==> config.mk <==
export PLATFORM = sky130hd
export DESIGN_NAME = glb_tile
export DESIGN_NICKNAME = d
export VERILOG_FILES = /design/src/glb_pkg.sv /design/src/glb_cfg_bank.sv /design/src/glb_sram_cfg_ctrl.sv /design/src/glb_tile.sv
export SDC_FILE = /design/constraint.sdc
export NUM_CORES = 2
export LEC_CHECK = 0
export BUFFER_PORTS_ARGS = -buffer_cell sky130_fd_sc_hd__buf_2
export CORE_ASPECT_RATIO = 0.5
export CORE_MARGIN = 1
export CORE_UTILIZATION = 56
export CTS_CLUSTER_DIAMETER = 200
export DETAILED_ROUTE_END_ITERATION = 12
export GPL_ROUTABILITY_DRIVEN = 1
export PLACE_DENSITY = 0.77
export RECOVER_POWER = 50
export SETUP_SLACK_MARGIN = 0.4
export SLEW_MARGIN = 0
export SYNTH_ARGS = -nofsm -noshare
export SYNTH_HDL_FRONTEND = slang
export SYNTH_SLANG_ARGS = --single-unit
==> constraint.sdc <==
create_clock -name clk -period 2.6 [get_ports clk]
set_clock_uncertainty 0.2 [all_clocks]
set_input_delay 0.13 -clock clk [delete_from_list [all_inputs] [get_ports clk]]
set_output_delay 0.13 -clock clk [all_outputs]
set_load 0.01 [all_outputs]
==> src/glb_pkg.sv <==
/* Address layout: word field in the low bits, bank field above it, tile field on top.
   The tile field encodes more values than num_tiles, so the top values answer nobody. */
package glb_pkg;

    // ~~~~~~~~~~~~~~~~~~~~~~~~~~~~~~~~~~~~~~~~~~~~~~~~~~
    // Widths and sizes
    // ~~~~~~~~~~~~~~~~~~~~~~~~~~~~~~~~~~~~~~~~~~~~~~~~~~
    localparam int cfg_data_width      = 32;
    localparam int bank_addr_width     = 6;   // 64 words per bank
    localparam int banks_per_tile      = 2;
    localparam int bank_sel_addr_width = 1;
    localparam int tile_sel_addr_width = 2;
    localparam int num_tiles           = 3;
    localparam int cfg_addr_width      = bank_addr_width + bank_sel_addr_width
                                         + tile_sel_addr_width;

    localparam int bank_depth      = 1 << bank_addr_width;
    localparam int bank_rd_latency = 2;   // Accepted read to valid, in cycles

    // ~~~~~~~~~~~~~~~~~~~~~~~~~~~~~~~~~~~~~~~~~~~~~~~~~~
    // Field positions inside cfg_addr_t
    // ~~~~~~~~~~~~~~~~~~~~~~~~~~~~~~~~~~~~~~~~~~~~~~~~~~
    localparam int bank_sel_lsb = bank_addr_width;
    localparam int tile_sel_lsb = bank_addr_width + bank_sel_addr_width;

    // ~~~~~~~~~~~~~~~~~~~~~~~~~~~~~~~~~~~~~~~~~~~~~~~~~~
    // Vector types
    // ~~~~~~~~~~~~~~~~~~~~~~~~~~~~~~~~~~~~~~~~~~~~~~~~~~
    typedef logic [cfg_data_width-1:0]      cfg_data_t;
    typedef logic [cfg_addr_width-1:0]      cfg_addr_t;
    typedef logic [bank_addr_width-1:0]     bank_addr_t;
    typedef logic [tile_sel_addr_width-1:0] tile_id_t;   // Type of the tile parameter

endpackage

==> src/glb_cfg_bank.sv <==
/* Behavioral config SRAM bank with a fixed two-cycle read latency.
   No byte enables and no read-during-write bypass; a same-edge read sees old data. */
`timescale 1ns/1ps

module glb_cfg_bank (
    input  logic                clk,
    input  logic                reset,
    input  logic                wr_en,
    input  logic                wr_clk_en,
    input  glb_pkg::bank_addr_t wr_addr,
    input  glb_pkg::cfg_data_t  wr_data,
    input  logic                rd_en,
    input  logic                rd_clk_en,
    input  glb_pkg::bank_addr_t rd_addr,
    output glb_pkg::cfg_data_t  rd_data,
    output logic                rd_data_valid
);

    glb_pkg::cfg_data_t mem [glb_pkg::bank_depth];

    logic               rd_accept;
    logic               rd_valid_d1;   // Read stage valid
    glb_pkg::cfg_data_t rd_data_d1;    // Read stage data

    assign rd_accept = rd_en & rd_clk_en;

    // ~~~~~~~~~~~~~~~~~~~~~~~~~~~~~~~~~~~~~~~~~~~~~~~~~~
    // Array and data pipeline
    // ~~~~~~~~~~~~~~~~~~~~~~~~~~~~~~~~~~~~~~~~~~~~~~~~~~
    always_ff @(posedge clk) begin
        if (wr_en && wr_clk_en) begin
            mem[wr_addr] <= wr_data;
        end
        if (rd_accept) begin
            rd_data_d1 <= mem[rd_addr];
        end
        if (rd_valid_d1) begin
            rd_data <= rd_data_d1;   // Holds last word between reads
        end
    end

    // Valid pipeline
    always_ff @(posedge clk or posedge reset) begin
        if (reset) begin
            rd_valid_d1   <= 1'b0;
            rd_data_valid <= 1'b0;
        end else begin
            rd_valid_d1   <= rd_accept;
            rd_data_valid <= rd_valid_d1;
        end
    end

    // Every valid pulse comes from a read accepted exactly two edges back
    a_valid_after_read : assert property (
        @(posedge clk) disable iff (reset)
        rd_data_valid |-> $past(rd_en && rd_clk_en, glb_pkg::bank_rd_latency)
    ) else $error("Bank valid without an accepted read two cycles earlier");

endmodule

==> src/glb_sram_cfg_ctrl.sv <==
/* Per-tile config controller with bank decode, one-stage east forward and registered west return.
   No flow control; a local read return overrides any east data landing in the same slot. */
`timescale 1ns/1ps

module glb_sram_cfg_ctrl #(
    parameter glb_pkg::tile_id_t tile_id = '0
) (
    input  logic                clk,
    input  logic                reset,

    // West requests in, west return out
    input  logic                wst_wr_en,
    input  logic                wst_wr_clk_en,
    input  glb_pkg::cfg_addr_t  wst_wr_addr,
    input  glb_pkg::cfg_data_t  wst_wr_data,
    input  logic                wst_rd_en,
    input  logic                wst_rd_clk_en,
    input  glb_pkg::cfg_addr_t  wst_rd_addr,
    output glb_pkg::cfg_data_t  wst_rd_data,
    output logic                wst_rd_data_valid,

    // East requests out, east return in
    output logic                est_wr_en,
    output logic                est_wr_clk_en,
    output glb_pkg::cfg_addr_t  est_wr_addr,
    output glb_pkg::cfg_data_t  est_wr_data,
    output logic                est_rd_en,
    output logic                est_rd_clk_en,
    output glb_pkg::cfg_addr_t  est_rd_addr,
    input  glb_pkg::cfg_data_t  est_rd_data,
    input  logic                est_rd_data_valid,

    // Bank side
    output logic [glb_pkg::banks_per_tile-1:0] bank_wr_en,
    output logic [glb_pkg::banks_per_tile-1:0] bank_rd_en,
    output logic                bank_wr_clk_en,
    output logic                bank_rd_clk_en,
    output glb_pkg::bank_addr_t bank_wr_addr,
    output glb_pkg::cfg_data_t  bank_wr_data,
    output glb_pkg::bank_addr_t bank_rd_addr,
    input  glb_pkg::cfg_data_t  bank_rd_data [glb_pkg::banks_per_tile],
    input  logic                bank_rd_data_valid [glb_pkg::banks_per_tile]
);

    logic               wr_tile_hit;
    logic               rd_tile_hit;
    logic [glb_pkg::banks_per_tile-1:0] rd_hit;      // Accepted local reads
    logic [glb_pkg::banks_per_tile-1:0] rd_hit_d1;
    logic [glb_pkg::banks_per_tile-1:0] rd_hit_d2;   // Bank data valid this cycle
    glb_pkg::cfg_data_t rd_data_next;
    logic               rd_data_valid_next;

    // ~~~~~~~~~~~~~~~~~~~~~~~~~~~~~~~~~~~~~~~~~~~~~~~~~~
    // Local decode
    // ~~~~~~~~~~~~~~~~~~~~~~~~~~~~~~~~~~~~~~~~~~~~~~~~~~
    assign wr_tile_hit = (wst_wr_addr[glb_pkg::tile_sel_lsb +: glb_pkg::tile_sel_addr_width]
                          == tile_id);
    assign rd_tile_hit = (wst_rd_addr[glb_pkg::tile_sel_lsb +: glb_pkg::tile_sel_addr_width]
                          == tile_id);

    for (genvar i = 0; i < glb_pkg::banks_per_tile; i++) begin : g_decode
        assign bank_wr_en[i] = wst_wr_en & wr_tile_hit
            & (wst_wr_addr[glb_pkg::bank_sel_lsb +: glb_pkg::bank_sel_addr_width]
               == glb_pkg::bank_sel_addr_width'(i));
        assign bank_rd_en[i] = wst_rd_en & rd_tile_hit
            & (wst_rd_addr[glb_pkg::bank_sel_lsb +: glb_pkg::bank_sel_addr_width]
               == glb_pkg::bank_sel_addr_width'(i));
        assign rd_hit[i] = bank_rd_en[i] & wst_rd_clk_en;   // Gated reads return nothing
    end

    // Shared bank signals straight from the west
    assign bank_wr_clk_en = wst_wr_clk_en;
    assign bank_rd_clk_en = wst_rd_clk_en;
    assign bank_wr_addr   = wst_wr_addr[glb_pkg::bank_addr_width-1:0];
    assign bank_wr_data   = wst_wr_data;
    assign bank_rd_addr   = wst_rd_addr[glb_pkg::bank_addr_width-1:0];

    // ~~~~~~~~~~~~~~~~~~~~~~~~~~~~~~~~~~~~~~~~~~~~~~~~~~
    // Return merge
    // ~~~~~~~~~~~~~~~~~~~~~~~~~~~~~~~~~~~~~~~~~~~~~~~~~~
    always_comb begin
        rd_data_next       = est_rd_data;
        rd_data_valid_next = est_rd_data_valid;
        for (int i = 0; i < glb_pkg::banks_per_tile; i++) begin
            if (rd_hit_d2[i]) begin   // Local data wins the slot
                rd_data_next       = bank_rd_data[i];
                rd_data_valid_next = bank_rd_data_valid[i];
            end
        end
    end

    always_ff @(posedge clk or posedge reset) begin
        if (reset) begin
            rd_hit_d1         <= '0;
            rd_hit_d2         <= '0;
            wst_rd_data       <= '0;
            wst_rd_data_valid <= 1'b0;
            est_wr_en         <= 1'b0;
            est_wr_clk_en     <= 1'b0;
            est_wr_addr       <= '0;
            est_wr_data       <= '0;
            est_rd_en         <= 1'b0;
            est_rd_clk_en     <= 1'b0;
            est_rd_addr       <= '0;
        end else begin
            rd_hit_d1         <= rd_hit;
            rd_hit_d2         <= rd_hit_d1;
            wst_rd_data       <= rd_data_next;
            wst_rd_data_valid <= rd_data_valid_next;
            // Forward everything east, one stage
            est_wr_en         <= wst_wr_en;
            est_wr_clk_en     <= wst_wr_clk_en;
            est_wr_addr       <= wst_wr_addr;
            est_wr_data       <= wst_wr_data;
            est_rd_en         <= wst_rd_en;
            est_rd_clk_en     <= wst_rd_clk_en;
            est_rd_addr       <= wst_rd_addr;
        end
    end

    // Field decode admits one bank per request, so one slot owner at most
    a_one_slot_owner : assert property (
        @(posedge clk) disable iff (reset)
        $onehot0(rd_hit_d2)
    ) else $error("Tile %0d: more than one bank owns a return slot", tile_id);

endmodule

==> src/glb_tile.sv <==
/* One buffer tile: config controller plus its banks.
   Config path only; streaming paths of the buffer are not modelled here. */
`timescale 1ns/1ps

module glb_tile #(
    parameter glb_pkg::tile_id_t tile_id = '0
) (
    input  logic               clk,
    input  logic               reset,

    input  logic               wst_wr_en,
    input  logic               wst_wr_clk_en,
    input  glb_pkg::cfg_addr_t wst_wr_addr,
    input  glb_pkg::cfg_data_t wst_wr_data,
    input  logic               wst_rd_en,
    input  logic               wst_rd_clk_en,
    input  glb_pkg::cfg_addr_t wst_rd_addr,
    output glb_pkg::cfg_data_t wst_rd_data,
    output logic               wst_rd_data_valid,

    output logic               est_wr_en,
    output logic               est_wr_clk_en,
    output glb_pkg::cfg_addr_t est_wr_addr,
    output glb_pkg::cfg_data_t est_wr_data,
    output logic               est_rd_en,
    output logic               est_rd_clk_en,
    output glb_pkg::cfg_addr_t est_rd_addr,
    input  glb_pkg::cfg_data_t est_rd_data,
    input  logic               est_rd_data_valid
);

    // Controller to bank wiring
    logic [glb_pkg::banks_per_tile-1:0] bank_wr_en;
    logic [glb_pkg::banks_per_tile-1:0] bank_rd_en;
    logic                bank_wr_clk_en;
    logic                bank_rd_clk_en;
    glb_pkg::bank_addr_t bank_wr_addr;
    glb_pkg::cfg_data_t  bank_wr_data;
    glb_pkg::bank_addr_t bank_rd_addr;
    glb_pkg::cfg_data_t  bank_rd_data [glb_pkg::banks_per_tile];
    logic                bank_rd_data_valid [glb_pkg::banks_per_tile];

    glb_sram_cfg_ctrl #(
        .tile_id (tile_id)
    ) cfg_ctrl_i (
        .*
    );

    for (genvar b = 0; b < glb_pkg::banks_per_tile; b++) begin : g_bank
        glb_cfg_bank bank_i (
            .clk           (clk),
            .reset         (reset),
            .wr_en         (bank_wr_en[b]),
            .wr_clk_en     (bank_wr_clk_en),   // Clock enables shared by all banks
            .wr_addr       (bank_wr_addr),
            .wr_data       (bank_wr_data),
            .rd_en         (bank_rd_en[b]),
            .rd_clk_en     (bank_rd_clk_en),
            .rd_addr       (bank_rd_addr),
            .rd_data       (bank_rd_data[b]),
            .rd_data_valid (bank_rd_data_valid[b])
        );
    end

endmodule

==> qor.txt <==
Final Wtd Congestion -> 0.920
Leakage power -> 60.6 nW
CTS root buf -> clkbuf_16
H-tree Lvls -> 5
Post-synth cell types -> 29
Crit. End Element -> register
Initial Util -> 56.3%
Post-Route Setup TNS -> 0 ns
Min-delay src -> wst_rd_addr[0]
Final Cell Area -> 191000 um2
Power per cell area -> 739 nW/um2
CTS tree -> built
Worst-Margin Slew -> 2.03 ns
I/O Buffers -> 175
Die area -> 291000 um2
Longest Clk Path Bufs -> 4
Largest cells by area after synthesis -> edfxtp_1, mux4_2, a22oi_1, dfrtp_1, mux2i_1
Area of the core region -> 287000 um2
Synth warnings -> 0
Max Freq -> 404 MHz
# rows -> 139
DRC Markers -> 0
Status -> finished, violations left
Post-Synthesis Net Count -> 6953
Worst EP required -> 2.88 ns
Rel. slew slack -> -35.4%
Finished Layout Cells -> 12134
Max Slew Vio Count -> 1783
Final min period -> 2.48 ns
Largest area contributor in the synthesized netlist -> edfxtp_1
Chip Width -> 762 um
#FFs+latches synth -> 4315
Share of cells above drive strength 1 -> 33.0%
Syn-to-layout area delta -> 18.0%
R2R Setup Slk -> 0.38 ns
Routed WL -> 489000 um
Setup Viol. Count Final -> 0
Reg2reg start -> g_bank[0].bank_i.mem[11][14]$_DFFE_PP_
I/O Pins -> 176
Min-Delay Endpoint -> cfg_ctrl_i.est_rd_addr[0]$_DFF_PP0_
Critical path fanouts, max -> 52
Hpwl dp -> 271000 um
Via count -> 86578
Hold Path Cell Cnt -> 3
Largest net degree at the start of global routing -> 130
Inst Count DP -> 11319
Violated checks -> max-capacitance violations, max-slew violations
Die height -> 382 um
Worst path arrival time -> 2.76 ns
DR iter-0 viols -> 15752
Fin crit share -> 95.2%
WS Path Type -> input port to register
CTS sink count -> 4315
Antenna violations before repair -> 37
Vias in the first global route -> 87836
Placed inst area -> 178000 um2
HP Class -> input port to register
Finished Core Util -> 66.5%
Element type at the critical path start -> input port
Syn avg cell area -> 23.5 um2
TritonRoute pass-1 iters -> 8
Congestion Overflow GR -> 0
Total Routing Usage GR -> 33.5%
Synthesized instance count -> 6864
R2r worst-path depth -> 4
Hold Vio Cnt, Final -> 0
Sequential element share of the synthesized area -> 79.9%
Synth top area share -> 78.5%
Synthesized area -> 162000 um2
Via density per instance -> 7.14
Reg2reg end -> g_bank[0].bank_i.rd_data_d1[14]$_DFFE_PP_
IR Drop Worst-Case VDD -> 542 uV
First-pass GRT wire length -> 674000 um
Nets -> 8114
CTS Buf Count -> 368
Antenna-violating nets left -> 0
Worst Setup SP -> wst_wr_data[6]
RSZ-0062 raised after global routing -> true
Clock Latency Late Sink -> 0.93 ns
Max-cap viol count -> 21
Worst-path clk slew -> 0.08 ns
Routed WL per cell -> 40.3 um
[through the flow]
stage,total power [W],hold slack [ns],worst slack [ns]
floorplan,0.0813,-0.0386,-0.172
global placement,0.0853,0.00178,-1.06
detailed placement,0.0855,0.00448,-0.588
CTS,0.140,0.00874,0.406
global route,0.143,0.0340,0.200
finish,0.141,0.0234,0.124
[state kept, by name, indices dropped and copies added (netlist names), 9 cells and up]
register                  cells
cfg_ctrl_i.est_wr_addr        9
g_bank.bank_i.rd_data_d1     64
cfg_ctrl_i.est_wr_data       32
cfg_ctrl_i.est_rd_addr        9
g_bank.bank_i.mem          4096
cfg_ctrl_i.wst_rd_data       32
g_bank.bank_i.rd_data        64
[cell families (layout without fill, tap and decap cells)]
logic type / Yosys count / after routing / share of synthesized area, %
flip-flops: 4315 / 4315 / 79.9
multiplexers: 1120 / 1120 / 14.9
AO/OA/AOI/OAI: 672 / 672 / 3.12
buffers and inverters: 402 / 1856 / 1.13
AND/OR/NAND/NOR: 355 / 355 / 1.00
other: 0 / 9 / 0
[synth_stat cells]
cell / instances
buf_4: 41
inv_1: 13
a211oi_1: 64
buf_2: 119
mux4_2: 1024
a21boi_0: 64
nor4_1: 1
nand3_1: 135
mux2i_1: 96
or3b_2: 6
or3_1: 4
o22ai_1: 64
clkbuf_2: 1
dfrtp_1: 91
nand2_1: 47
nand2b_1: 1
buf_1: 47
o21ai_0: 32
nor4b_2: 1
o211a_1: 64
nand3b_1: 9
nor2b_1: 8
and2_1: 4
a22oi_1: 384
clkbuf_1: 179
nor2_1: 138
buf_6: 2
edfxtp_1: 4224
nand4_1: 1
[power by group]
group          switching (W)  internal, W
Combinational        0.00509      0.00305
Clock                 0.0256       0.0308
Sequential         0.0000771       0.0765
[how the worst max path moves through the flow]
stage                                                           end  slack, ns
final                         g_bank[1].bank_i.mem[32][6]$_DFFE_PP_       0.12
after global routing         g_bank[1].bank_i.mem[14][12]$_DFFE_PP_       0.20
after CTS                 g_bank[1].bank_i.rd_data_d1[14]$_DFFE_PP_       0.41
after detailed placement  g_bank[1].bank_i.rd_data_d1[12]$_DFFE_PP_      -0.59
after global placement     g_bank[0].bank_i.rd_data_d1[7]$_DFFE_PP_      -1.06
after floorplan                g_bank[1].bank_i.mem[0][0]$_DFFE_PP_      -0.17
[critical path, cell delays in order]
cell and delay, ns:
dlygate4sd3_1 0.53, dlygate4sd3_1 0.55, buf_4 0.34, clkbuf_2 1.11
[cell type report]
class                   instances  area (um2)
fillers                     16248       96200
well taps                    3807        4760
flip-flops and latches       4315      129000
repair buffers               1180       12900
inverters                      13        52.6
diodes                          9        22.5
clock buffers                 465        9770
clock inverters               198        2050
multi-input cells            2147       32100
[repair_timing]
action / CTS / global route
endpoints found under the hold margin: 4360 / 0
setup buffers: 0 / 0
pin swaps: 0 / 4
gates resized for setup: 36 / 51
setup endpoints to repair: 23 / 89
hold buffers: 143 / 0
[layout by cell type, fill, tap and decap left out, types with 43 or more instances in the layout]
| master | synthesis | routed |
|---|---|---|
| clkbuf_2 | 1 | 43 |
| clkbuf_1 | 179 | 121 |
| nand2_1 | 47 | 46 |
| dlygate4sd3_1 | 0 | 143 |
| edfxtp_1 | 4224 | 4224 |
| mux4_2 | 1024 | 1024 |
| o211a_1 | 64 | 64 |
| a22oi_1 | 384 | 367 |
| clkbuf_16 | 0 | 376 |
| nand3_1 | 135 | 115 |
| dfrtp_1 | 91 | 89 |
| clkinv_2 | 0 | 57 |
| o22ai_1 | 64 | 60 |
| clkinv_1 | 0 | 80 |
| nor2_4 | 0 | 133 |
| buf_12 | 0 | 334 |
| mux2i_1 | 96 | 94 |
| buf_2 | 119 | 124 |
| buf_4 | 41 | 480 |
| a211oi_1 | 64 | 49 |
[per-layer routing]
layer  vias to the layer above  share of wire, %  global-route usage (%)  wire length [um]
li1                      31873                 -                       -                 -
met1                     44230                31                    43.7            152000
met2                      8926                45                    49.7            219000
met3                      1511                19                    14.3             92200
met4                        38               5.2                    14.8             25400
met5                         -             0.078                       0               384
(Power assumes the default switching activity.)
